<file path="src/decode_defines.svh">
// ==========================================================
// Shared widths and fixed values for the RV32I decode stage
// Included by the decode package and by the testbench
// Guarded so repeated inclusion is harmless
// ==========================================================

`ifndef DECODE_DEFINES_SVH
`define DECODE_DEFINES_SVH

// Data word width
`define DEC_XLEN 32

// Register file index width, x0 to x31
`define DEC_REG_IDX_W 5

// Major opcode field, instruction bits 6 down to 2
`define DEC_OPCODE_W 5

// Marker value on the immediate when the format carries none
`define DEC_IMM_POISON 32'hDEADBEEF

`endif

</file>
<file path="src/decode_pkg.sv">
// ==========================================================
// Types for the RV32I decode stage
// Word and index types plus the enums for opcodes, formats
// and every control field sent on to execute
// Import with a wildcard import in the module header
// ==========================================================

`include "decode_defines.svh"

package decode_pkg;

    // Basic datapath types
    typedef logic [`DEC_XLEN-1:0]      word_t;
    typedef logic [`DEC_REG_IDX_W-1:0] reg_idx_t;

    // RV32 major opcodes, instr[6:2]
    typedef enum logic [`DEC_OPCODE_W-1:0] {
        OPCODE_LOAD     = 5'b00000,
        OPCODE_MISC_MEM = 5'b00011,
        OPCODE_OP_IMM   = 5'b00100,
        OPCODE_AUIPC    = 5'b00101,
        OPCODE_STORE    = 5'b01000,
        OPCODE_AMO      = 5'b01011,
        OPCODE_OP       = 5'b01100,
        OPCODE_LUI      = 5'b01101,
        OPCODE_BRANCH   = 5'b11000,
        OPCODE_JALR     = 5'b11001,
        OPCODE_JAL      = 5'b11011,
        OPCODE_SYSTEM   = 5'b11100
    } opcode_e;

    // Instruction encoding formats
    typedef enum logic [2:0] {
        INSTR_FORMAT_BAD = 3'b000,
        INSTR_FORMAT_R,
        INSTR_FORMAT_I,
        INSTR_FORMAT_S,
        INSTR_FORMAT_B,
        INSTR_FORMAT_U,
        INSTR_FORMAT_J,
        INSTR_FORMAT_SYS
    } instr_format_e;

    // ALU operations
    typedef enum logic [3:0] {
        ALU_OP_ADD = 4'h0,
        ALU_OP_SUB,
        ALU_OP_SLL,
        ALU_OP_SLT,
        ALU_OP_SLTU,
        ALU_OP_XOR,
        ALU_OP_SRL,
        ALU_OP_SRA,
        ALU_OP_OR,
        ALU_OP_AND
    } alu_op_e;

    // ALU operand selects
    typedef enum logic [1:0] {
        ALU_OP1_SRC_RS1 = 2'b00,
        ALU_OP1_SRC_PC,
        ALU_OP1_SRC_ZERO
    } alu_op1_src_e;

    typedef enum logic [1:0] {
        ALU_OP2_SRC_RS2 = 2'b00,
        ALU_OP2_SRC_IMM,
        ALU_OP2_SRC_FOUR
    } alu_op2_src_e;

    // Writeback source for rd
    typedef enum logic {
        RD_SRC_ALU = 1'b0,
        RD_SRC_MEM = 1'b1
    } rd_src_e;

    // Memory access kind
    typedef enum logic [1:0] {
        MEM_OP_NONE = 2'b00,
        MEM_OP_LOAD,
        MEM_OP_STORE
    } mem_op_e;

    // Access size, straight from funct3[1:0]
    typedef enum logic [1:0] {
        MEM_SIZE_BYTE = 2'b00,
        MEM_SIZE_HALF = 2'b01,
        MEM_SIZE_WORD = 2'b10
    } mem_size_e;

    // Control transfer kind
    typedef enum logic [1:0] {
        BRANCH_NONE = 2'b00,
        BRANCH_COND,
        BRANCH_JALR,
        BRANCH_JAL
    } branch_e;

    // Branch compare, encoded as funct3
    typedef enum logic [2:0] {
        CMP_OP_EQ  = 3'b000,
        CMP_OP_NE  = 3'b001,
        CMP_OP_LT  = 3'b100,
        CMP_OP_GE  = 3'b101,
        CMP_OP_LTU = 3'b110,
        CMP_OP_GEU = 3'b111
    } cmp_op_e;

endpackage

</file>
<file path="src/decode_imm_gen.sv">
// ==========================================================
// Opcode, format and immediate decode for RV32I
// Purely combinational, fed with the held instruction word
// Returns the major opcode for the control decoder
// ==========================================================

`include "decode_defines.svh"

module decode_imm_gen
    import decode_pkg::*;
(
    input  word_t   instr,
    output opcode_e opcode,
    output word_t   imm
);

    instr_format_e instr_format;

    // Opcode is instr[6:2], low two bits handled by the control decoder
    assign opcode = opcode_e'(instr[6:2]);

    // Format lookup per major opcode
    always_comb begin
        case (opcode)
            OPCODE_OP, OPCODE_AMO: begin
                instr_format = INSTR_FORMAT_R;
            end
            OPCODE_LOAD, OPCODE_OP_IMM, OPCODE_JALR, OPCODE_MISC_MEM: begin
                instr_format = INSTR_FORMAT_I;
            end
            OPCODE_STORE: begin
                instr_format = INSTR_FORMAT_S;
            end
            OPCODE_BRANCH: begin
                instr_format = INSTR_FORMAT_B;
            end
            OPCODE_AUIPC, OPCODE_LUI: begin
                instr_format = INSTR_FORMAT_U;
            end
            OPCODE_JAL: begin
                instr_format = INSTR_FORMAT_J;
            end
            OPCODE_SYSTEM: begin
                instr_format = INSTR_FORMAT_SYS;
            end
            default: begin
                instr_format = INSTR_FORMAT_BAD;
            end
        endcase
    end

    // Immediate assembly, sign bit is always instr[31]
    always_comb begin
        case (instr_format)
            INSTR_FORMAT_I: begin
                imm = {{20{instr[31]}}, instr[31:20]};
            end
            INSTR_FORMAT_S: begin
                imm = {{20{instr[31]}}, instr[31:25], instr[11:7]};
            end
            INSTR_FORMAT_B: begin
                // Halfword aligned offset
                imm = {{19{instr[31]}}, instr[31], instr[7], instr[30:25],
                       instr[11:8], 1'b0};
            end
            INSTR_FORMAT_U: begin
                imm = {instr[31:12], 12'h000};
            end
            INSTR_FORMAT_J: begin
                imm = {{11{instr[31]}}, instr[31], instr[19:12], instr[20],
                       instr[30:21], 1'b0};
            end
            default: begin
                // R, SYS and unknown formats carry no immediate
                imm = `DEC_IMM_POISON;
            end
        endcase
    end

endmodule

</file>
<file path="src/decode_ctrl_gen.sv">
// ==========================================================
// Control word generation for the RV32I decode stage
// Purely combinational, takes the held word and its opcode
// Drives the execute controls and the illegal flag
// SYSTEM and AMO are not supported and report illegal
// ==========================================================

module decode_ctrl_gen
    import decode_pkg::*;
(
    input  word_t        instr,
    input  opcode_e      opcode,
    output rd_src_e      rd_src,
    output logic         rd_we,
    output alu_op_e      alu_op,
    output alu_op1_src_e alu_op1_src,
    output alu_op2_src_e alu_op2_src,
    output mem_op_e      mem_op,
    output logic         mem_signed,
    output mem_size_e    mem_size,
    output branch_e      branch,
    output cmp_op_e      cmp_op,
    output logic         fence,
    output logic         illegal_instr
);

    logic [2:0] funct3;
    logic       funct7_b5;
    logic       rd_is_x0;
    logic       bad_opcode;
    alu_op_e    alu_op_funct;

    // Fields reused by several opcodes
    assign funct3    = instr[14:12];
    assign funct7_b5 = instr[30];
    assign rd_is_x0  = (instr[11:7] == 5'd0);

    // Shared funct3 to ALU op mapping for OP and OP-IMM
    // Alternate bit picks SRA, and SUB only for OP
    always_comb begin
        case (funct3)
            3'b000: begin
                alu_op_funct = (funct7_b5 && opcode == OPCODE_OP) ? ALU_OP_SUB : ALU_OP_ADD;
            end
            3'b001:  alu_op_funct = ALU_OP_SLL;
            3'b010:  alu_op_funct = ALU_OP_SLT;
            3'b011:  alu_op_funct = ALU_OP_SLTU;
            3'b100:  alu_op_funct = ALU_OP_XOR;
            3'b101:  alu_op_funct = funct7_b5 ? ALU_OP_SRA : ALU_OP_SRL;
            3'b110:  alu_op_funct = ALU_OP_OR;
            default: alu_op_funct = ALU_OP_AND;
        endcase
    end

    // Per opcode control, everything zero unless set below
    always_comb begin
        rd_src      = RD_SRC_ALU;
        rd_we       = 1'b0;
        alu_op      = ALU_OP_ADD;
        alu_op1_src = ALU_OP1_SRC_RS1;
        alu_op2_src = ALU_OP2_SRC_RS2;
        mem_op      = MEM_OP_NONE;
        mem_signed  = 1'b0;
        mem_size    = MEM_SIZE_BYTE;
        branch      = BRANCH_NONE;
        cmp_op      = CMP_OP_EQ;
        fence       = 1'b0;
        bad_opcode  = 1'b0;

        case (opcode)
            OPCODE_OP: begin
                rd_we       = !rd_is_x0;
                alu_op      = alu_op_funct;
            end
            OPCODE_OP_IMM: begin
                rd_we       = !rd_is_x0;
                alu_op2_src = ALU_OP2_SRC_IMM;
                alu_op      = alu_op_funct;
            end
            OPCODE_LOAD: begin
                // Address is rs1 plus offset
                rd_src      = RD_SRC_MEM;
                rd_we       = !rd_is_x0;
                alu_op2_src = ALU_OP2_SRC_IMM;
                mem_op      = MEM_OP_LOAD;
                mem_signed  = !funct3[2];
                mem_size    = mem_size_e'(funct3[1:0]);
            end
            OPCODE_STORE: begin
                // No rd for stores
                alu_op2_src = ALU_OP2_SRC_IMM;
                mem_op      = MEM_OP_STORE;
                mem_size    = mem_size_e'(funct3[1:0]);
            end
            OPCODE_BRANCH: begin
                branch      = BRANCH_COND;
                cmp_op      = cmp_op_e'(funct3);
            end
            OPCODE_JAL: begin
                // Link value is PC plus 4
                rd_we       = !rd_is_x0;
                alu_op1_src = ALU_OP1_SRC_PC;
                alu_op2_src = ALU_OP2_SRC_FOUR;
                branch      = BRANCH_JAL;
            end
            OPCODE_JALR: begin
                rd_we       = !rd_is_x0;
                alu_op1_src = ALU_OP1_SRC_PC;
                alu_op2_src = ALU_OP2_SRC_FOUR;
                branch      = BRANCH_JALR;
            end
            OPCODE_LUI: begin
                rd_we       = !rd_is_x0;
                alu_op1_src = ALU_OP1_SRC_ZERO;
                alu_op2_src = ALU_OP2_SRC_IMM;
            end
            OPCODE_AUIPC: begin
                rd_we       = !rd_is_x0;
                alu_op1_src = ALU_OP1_SRC_PC;
                alu_op2_src = ALU_OP2_SRC_IMM;
            end
            OPCODE_MISC_MEM: begin
                // Any fence flushes everything
                fence       = 1'b1;
            end
            default: begin
                // SYSTEM, AMO and unknown opcodes
                bad_opcode  = 1'b1;
            end
        endcase
    end

    // Compressed or malformed encodings are illegal too
    assign illegal_instr = bad_opcode || (instr[1:0] != 2'b11);

endmodule

</file>
<file path="src/decode_stage.sv">
// ==========================================================
// RV32I decode stage top level
// Holds the fetched word and PC in a stall gated register
// Drives register file read indices and forwards the values
// Outputs are combinational from the register, one cycle
// after acceptance, and qualified by out_valid
// ==========================================================

module decode_stage
    import decode_pkg::*;
(
    input  logic         clk,
    input  logic         rst_n,

    // Hazard control
    input  logic         stall,
    input  logic         flush,

    // From fetch
    input  logic         in_valid,
    input  word_t        in_instr,
    input  word_t        in_pc,

    // Register file read ports
    output reg_idx_t     rs1_idx,
    output reg_idx_t     rs2_idx,
    input  word_t        rs1_val_in,
    input  word_t        rs2_val_in,

    // To execute
    output logic         out_valid,
    output word_t        out_pc,
    output reg_idx_t     rd_idx,
    output word_t        rs1_val,
    output word_t        rs2_val,
    output word_t        imm,
    output rd_src_e      rd_src,
    output logic         rd_we,
    output alu_op_e      alu_op,
    output alu_op1_src_e alu_op1_src,
    output alu_op2_src_e alu_op2_src,
    output mem_op_e      mem_op,
    output logic         mem_signed,
    output mem_size_e    mem_size,
    output branch_e      branch,
    output cmp_op_e      cmp_op,
    output logic         fence,
    output logic         illegal_instr
);

    logic    valid_q;
    word_t   instr_q;
    word_t   pc_q;
    opcode_e opcode;

    // Held valid, frozen while stalled
    always_ff @(posedge clk) begin
        if (!rst_n) begin
            valid_q <= 1'b0;
        end else if (!stall) begin
            valid_q <= in_valid;
        end
    end

    // Payload register, same enable as the valid
    always_ff @(posedge clk) begin
        if (!stall) begin
            instr_q <= in_instr;
            pc_q    <= in_pc;
        end
    end

    // Flush kills this cycle, the next edge overwrites the entry
    assign out_valid = valid_q && !flush && !stall;
    assign out_pc    = pc_q;

    // Register indices from the held word
    assign rs1_idx = instr_q[19:15];
    assign rs2_idx = instr_q[24:20];
    assign rd_idx  = instr_q[11:7];

    // Register file answers in the same cycle
    assign rs1_val = rs1_val_in;
    assign rs2_val = rs2_val_in;

    decode_imm_gen decode_imm_gen_i (
        .instr  (instr_q),
        .opcode (opcode),
        .imm    (imm)
    );

    decode_ctrl_gen decode_ctrl_gen_i (
        .instr         (instr_q),
        .opcode        (opcode),
        .rd_src        (rd_src),
        .rd_we         (rd_we),
        .alu_op        (alu_op),
        .alu_op1_src   (alu_op1_src),
        .alu_op2_src   (alu_op2_src),
        .mem_op        (mem_op),
        .mem_signed    (mem_signed),
        .mem_size      (mem_size),
        .branch        (branch),
        .cmp_op        (cmp_op),
        .fence         (fence),
        .illegal_instr (illegal_instr)
    );

endmodule

</file>
<file path="config.mk">
export PLATFORM = sky130hd
export DESIGN_NAME = decode_stage
export DESIGN_NICKNAME = d
export VERILOG_FILES = /design/src/decode_pkg.sv /design/src/decode_imm_gen.sv /design/src/decode_ctrl_gen.sv /design/src/decode_stage.sv
export VERILOG_INCLUDE_DIRS = /design/src
export SDC_FILE = /design/constraint.sdc
export NUM_CORES = 1
export LEC_CHECK = 0
export BUFFER_PORTS_ARGS = -buffer_cell sky130_fd_sc_hd__clkbuf_2
export CORE_AREA = 2 2 117 119
export CTS_CLUSTER_DIAMETER = 100
export DETAILED_ROUTE_END_ITERATION = 16
export DIE_AREA = 0 0 119 121
export SETUP_SLACK_MARGIN = 0.1
export SLEW_MARGIN = 20
export SYNTH_ARGS = -nofsm -noshare
export SYNTH_HDL_FRONTEND = slang
export SYNTH_SLANG_ARGS = --single-unit
</file>
<file path="constraint.sdc">
create_clock -name clk -period 2.78 [get_ports clk]
set_input_delay 0.556 -clock clk [delete_from_list [all_inputs] [get_ports clk]]
set_output_delay 0.556 -clock clk [all_outputs]
set_load 0.1 [all_outputs]
</file>
==> results of run 1 <==
metrics by stage:
stage,util,worst slack (ns),hold WS (ns)
after floorplan,-,-0.292,0.475
after global placement,0.370,0.452,0.491
after detailed placement,0.370,0.374,0.534
after CTS,0.397,0.128,0.382
after global routing,0.402,0.109,0.377
final,0.402,0.231,0.392
sequential cells by signal (all words and copies together), names as in the netlist:
register and count:
instr_q 32, out_pc 32, decode_imm_gen_i.instr_format 3, valid_q 1
synth_stat cells, types with 2 or more instances:
| cell type | n |
|---|---|
| a211oi_1 | 6 |
| a21oi_1 | 23 |
| a22oi_1 | 6 |
| a31oi_1 | 2 |
| and2_1 | 4 |
| and3_1 | 2 |
| and4_1 | 2 |
| buf_2 | 3 |
| buf_4 | 80 |
| buf_6 | 2 |
| clkbuf_1 | 12 |
| dfxtp_1 | 4 |
| edfxtp_1 | 64 |
| ha_1 | 2 |
| inv_1 | 8 |
| mux2_2 | 2 |
| mux2i_1 | 5 |
| nand2_1 | 19 |
| nand2b_1 | 3 |
| nand3_1 | 6 |
| nand3b_1 | 3 |
| nor2_1 | 23 |
| nor2b_1 | 3 |
| nor3_1 | 4 |
| nor3b_1 | 3 |
| o21ai_0 | 25 |
| o21ai_1 | 2 |
| o21bai_1 | 2 |
| o22ai_1 | 12 |
| o2bb2ai_1 | 2 |
| or3b_1 | 2 |
kinds of logic after synthesis:
logic type / Yosys count / synth area share
compound gates: 88 / 0.140
xor+xnor: 2 / 0.00464
flops: 68 / 0.530
fa+ha+maj: 2 / 0.00662
simple gates: 77 / 0.102
buf+inv: 106 / 0.190
mux: 9 / 0.0268
per-layer routing:
| metal | routed length (um) | track usage |
|---|---|---|
| met2 | 5630 | 0.257 |
| met5 | 0 | 0.0147 |
| met4 | 469 | 0.0871 |
| met3 | 1280 | 0.0747 |
| met1 | 3970 | 0.161 |
report_power, final:
group / internal [W] / total [W] / switching (W)
combinational: 0.000481 / 0.00186 / 0.00138
sequential: 0.00121 / 0.00129 / 0.0000741
clock: 0.000799 / 0.00127 / 0.000468
worst reg2reg max path, stage by stage, from the launching register on:
cell and delay [ns]:
edfxtp_1 0.40, buf_4 0.19, mux2i_1 0.26, ha_1 0.32, o2111ai_1 0.26, o211ai_2 0.13
o21ai_2 0.07
worst min path at each step:
stage                         startpoint               endpoint  cells after the start
finish                          in_pc[9]    out_pc[9]$_DFFE_PN_                      1
global route                in_instr[10]  instr_q[10]$_DFFE_PN_                      1
CTS                            in_pc[13]   out_pc[13]$_DFFE_PN_                      1
detailed placement  valid_q$_SDFFE_PN0N_   valid_q$_SDFFE_PN0N_                      2
global placement    valid_q$_SDFFE_PN0N_   valid_q$_SDFFE_PN0N_                      2
floorplan           valid_q$_SDFFE_PN0N_   valid_q$_SDFFE_PN0N_                      2
cell type report:
cell class	count	share of cell area
multi-input combinational	178	0.235
clock inverter	7	0.0200
sequential	68	0.381
timing repair inverter	1	0.000953
tap	176	0.0419
timing repair buffer	180	0.271
clock buffer	9	0.0429
inverter	8	0.00714
repair_timing:
action,4_1_cts,5_1_grt
gates resized for setup,8,10
setup endpoints to repair,13,23
pin swaps,0,0
gates cloned,0,1
buffers inserted,0,4
==> out/results.txt, run 1 <==
Critical path depth in cells = 5
Distinct cell type count after synthesis = 47
Largest net degree at the start of global routing = 40
CP endpoint kind = output port
Core area = 13100 um2
Clock Sinks = 68
CTS tree = done
Total track usage = 0.155
Commonest non-fill, non-tap cell in the layout = clkbuf_2
Maximum fanout along the worst path = 10
Post-Route WL = 11400 um
Via count = 3033
Setup-failing EPs final = 0
Root Driver = clkbuf_16
Worst reg2reg path startpoint = instr_q[2]$_DFFE_PN_
RR Endpoint = decode_imm_gen_i.instr_format[0]$_DFF_P_
Hold_buf cts = 0
Routed len/inst = 18.1 um
Tcrit/Tclk final = 0.917
Fin. max-slew vios = 0
Post-synthesis net count = 487
Most frequent cells in the layout = clkbuf_2, edfxtp_1, buf_12, o21ai_0, nand2_1
CP Launch Point = decode_imm_gen_i.instr_format[2]$_DFF_P_
Ys flop type = edfxtp_1
Post-synthesis instance total = 352
Nets = 581
Antenna Nets Post-Route = 0
Share of cells above drive strength 1 = 0.552
Clock Path Buffers = 2
Final hold vios = 0
Worst Tran Pin Value = 0.718 ns
Initial antenna violation count = 0
CP Buf/Inv Count = 3
CP delay by family, top = buffers and inverters
Crit path arrival time = 1.99 ns
Ranking of synthesized cells by area = edfxtp_1, buf_4, o21ai_0, a21oi_1, nor2_1
First-pass GRT wire length = 16900 um
Die Wd = 119 um
N_diodes = 0
Mapped Avg Cell Area = 10.7 um2
Layout area overhead = 39.1%
Yosys warning total = 0
Total power draw = 0.00442 W
Number of synthesized register bits = 68
Register area share after synthesis = 0.530
I/O pins = 299
Status = finished clean
Multi-input gate area = 1230 um2
Total global routing overflow = 0
Post-Place Cells = 606
Top-area cell type share of the netlist area = 0.509
Worst-Skew Late Latency = 0.33 ns
Max_cap viols = 0
Placer Congestion = 0.760
Final non-filler cell total = 627
Crit-path cells = clkinvlp_4 > buf_4 > a211oi_1 > a21oi_2 > buf_12
Row Count = 42
Worst r2r path cells = 6
Unrepaired setup endpoints after global routing = no
CP Data Required Time = 2.22 ns
Total negative slack = 0 ns
IO Port Bufs = 170
Initial DRC Count = 204
Startpoint Class = flip-flop
R2R Setup Slk = 1.09 ns
CP max-delay cell = dfxtp_1
Largest stage delay, worst path = 0.56 ns
Tightest Hold Check Type = in2reg
Die area = 14400 um2
Leakage = 2.17 nW
Cts bufs inserted = 9
Clk_skew = 0.00437 ns
DRC violations left = 0
IR drop worst, VDD = 0.000639 V
Maximum clock frequency = 392 MHz
Rel. slew slack = 0.518
Area leader, netlist = edfxtp_1
Synthesized area = 3780 um2
Async set-reset flop share out of synthesis = 0
Filler cells = 1239
Kind of critical path = reg2out
Vias/cell = 4.84
CTS clk-pin slew, worst paths = 0.06 ns
Post-synth EDFFs = 64
Cell Area, Placed = 4840 um2
Reg area = 2000 um2
DP HPWL = 8940 um
H-tree depth = 3
CP endpoint = imm[3]
Drt pass-1 iters = 4
Number of global-route vias before repair = 3107
PwrDens = 841 nW/um2
Die height = 121 um
Final min period = 2.55 ns
Initial Util = 0.289
Design Area, Final = 5250 um2
Note: power is estimated with default switching activity, not from simulation.
==> inputs of run 2 (changes only) <==
MAX_ROUTING_LAYER = met4   (was not set)
==> out/results.txt, run 2 (synthesis gave the netlist of run 1 again) <==
Clock Sinks = 68 (unchanged)
IR drop worst, VDD = 0.000640 V (+0.18%)
PwrDens = 841 nW/um2 (about the same)
Worst r2r path cells = 6 (unchanged)
RR Endpoint = decode_imm_gen_i.instr_format[0]$_DFF_P_
N_diodes = 0 (unchanged)
Maximum clock frequency = 393 MHz (+0.16%)
Antenna Nets Post-Route = 0 (unchanged)
Leakage = 2.17 nW (unchanged)
Worst Tran Pin Value = 0.712 ns (-0.00635 ns)
Max_cap viols = 0 (unchanged)
Worst-Skew Late Latency = 0.33 ns (about the same)
Worst reg2reg path startpoint = instr_q[2]$_DFFE_PN_
Rel. slew slack = 0.523 (+0.00426)
CTS tree = done
Commonest non-fill, non-tap cell in the layout = clkbuf_2
Maximum fanout along the worst path = 10 (unchanged)
IO Port Bufs = 170 (unchanged)
Met2 WL = 5620 um (-0.32%)
Root Driver = clkbuf_16
CP Data Required Time = 2.22 ns (about the same)
Routed len/inst = 18.1 um (about the same)
Cts bufs inserted = 9 (unchanged)
Final hold slack = 0.392 ns (-0.000809 ns)
Fin. max-slew vios = 0 (unchanged)
Via count = 3035 (+0.066%)
Kind of critical path = reg2out
Number of global-route vias before repair = 3115 (+0.26%)
Met1 WL = 4170 um (+4.9%)
Status = finished clean
Die height = 121 um (unchanged)
Placer Congestion = 0.770 (+1.3%)
Layout area overhead = 39.1% (unchanged)
Clk_skew = 0.00493 ns (+0.000561 ns)
Share of cells above drive strength 1 = 0.552 (unchanged)
WL met3 = 1090 um (-14%)
Nets = 581 (unchanged)
R2R Setup Slk = 1.09 ns (about the same)
Final Util = 0.402 (unchanged)
Post-Route WL = 11300 um (about the same)
Startpoint Class = flip-flop
Drt pass-1 iters = 4 (unchanged)
Die Wd = 119 um (unchanged)
Vias/cell = 4.84 (about the same)
Crit path arrival time = 1.99 ns (about the same)
Clock Path Buffers = 2 (unchanged)
Most frequent cells in the layout = clkbuf_2, edfxtp_1, buf_12, o21ai_0, nand2_1
Final min period = 2.54 ns (-0.00416 ns)
DP HPWL = 8940 um (unchanged)
WHS Path Cells = 1 (unchanged)
CP endpoint kind = output port
Total track usage = 0.160 (+0.00429)
Filler cells = 1239 (unchanged)
Row Count = 42 (unchanged)
Unrepaired setup endpoints after global routing = no
Hold_buf cts = 0 (unchanged)
Setup-failing EPs final = 0 (unchanged)
Hold_sp = in_pc[9]
First-pass GRT wire length = 16900 um (-0.25%)
CTS clk-pin slew, worst paths = 0.06 ns (about the same)
Tcrit/Tclk final = 0.915 (-0.00149)
DRC violations left = 0 (unchanged)
Initial DRC Count = 186 (-8.8%)
H-tree depth = 3 (unchanged)
Core area = 13100 um2 (unchanged)
Largest net degree at the start of global routing = 40 (unchanged)
I/O pins = 299 (unchanged)
Die area = 14400 um2 (unchanged)
Total global routing overflow = 0 (unchanged)
Final hold vios = 0 (unchanged)
Tightest Hold Check Type = in2reg
Top sig layer = met4
Initial antenna violation count = 0 (unchanged)
Hold-critical path endpoint = out_pc[9]$_DFFE_PN_
Initial Util = 0.289 (unchanged)
run 2: cell counts in the layout (fill, tap and decap cells not counted):
No cell type changed its count.
run 2: worst max path at each step:
stage               cells after the start                                     start  slack, ns        end
finish                                  5  decode_imm_gen_i.instr_format[2]$_DFF_P_       0.24     imm[3]
floorplan                               5                      instr_q[2]$_DFFE_PN_      -0.29      rd_we
global placement                        4                      instr_q[5]$_DFFE_PN_       0.45  cmp_op[0]
detailed placement                      6  decode_imm_gen_i.instr_format[0]$_DFF_P_       0.37    imm[19]
global route                            4                      instr_q[4]$_DFFE_PN_       0.11  alu_op[0]
CTS                                     6  decode_imm_gen_i.instr_format[0]$_DFF_P_       0.13     imm[9]
run 2: timing repair:
| action | in CTS | in global routing |
|---|---|---|
| gates resized for setup | 8 | 10 |
| setup buffers | 0 | 4 |
| cloned | 0 | 1 |
| setup endpoints to repair | 13 | 23 |
run 2: cell type report:
cell class                 instances  area [um2]  share of cell area
clock inverter                     7         105              0.0200
multi-input combinational        178        1230               0.235
clock buffer                       9         225              0.0429
timing repair inverter             1        5.00            0.000953
timing repair buffer             180        1420               0.271
tap                              176         220              0.0419
sequential                        68        2000               0.381
inverter                           8        37.5             0.00714
run 2: routing by layer:
metal  global-route usage  up-vias
met5                    -        -
met4               0.0848        0
met3               0.0620       47
met2                0.258      189
met1                0.170     1414
li1                     -     1385
run 2: power by group:
| part | total (W) | switching, W | leakage, nW | internal (W) |
|---|---|---|---|---|
| logic | 0.00186 | 0.00138 | 1.35 | 0.000481 |
| clock network | 0.00127 | 0.000469 | 0.159 | 0.000799 |
| registers | 0.00129 | 0.0000742 | 0.659 | 0.00121 |
| total | 0.00442 | 0.00192 | 2.17 | 0.00249 |
run 2: through the flow:
step / setup TNS, ns / total power (W) / std cells / setup WS, ns / instance area, um2
global route: 0 / 0.00456 / 627 / 0.109 / 5250
detailed placement: 0 / 0.00316 / 606 / 0.374 / 4840
CTS: 0 / 0.00444 / 622 / 0.128 / 5190
global placement: 0 / 0.00315 / 606 / 0.452 / 4840
floorplan: -0.292 / 0.00307 / 352 / -0.292 / 3930
finish: 0 / 0.00442 / 627 / 0.235 / 5250
run 2: critical path, stage by stage, from the launching register on:
cell and delay [ns]:
dfxtp_1 0.56, clkinvlp_4 0.29, buf_4 0.23, a211oi_1 0.29, a21oi_2 0.09, buf_12 0.19
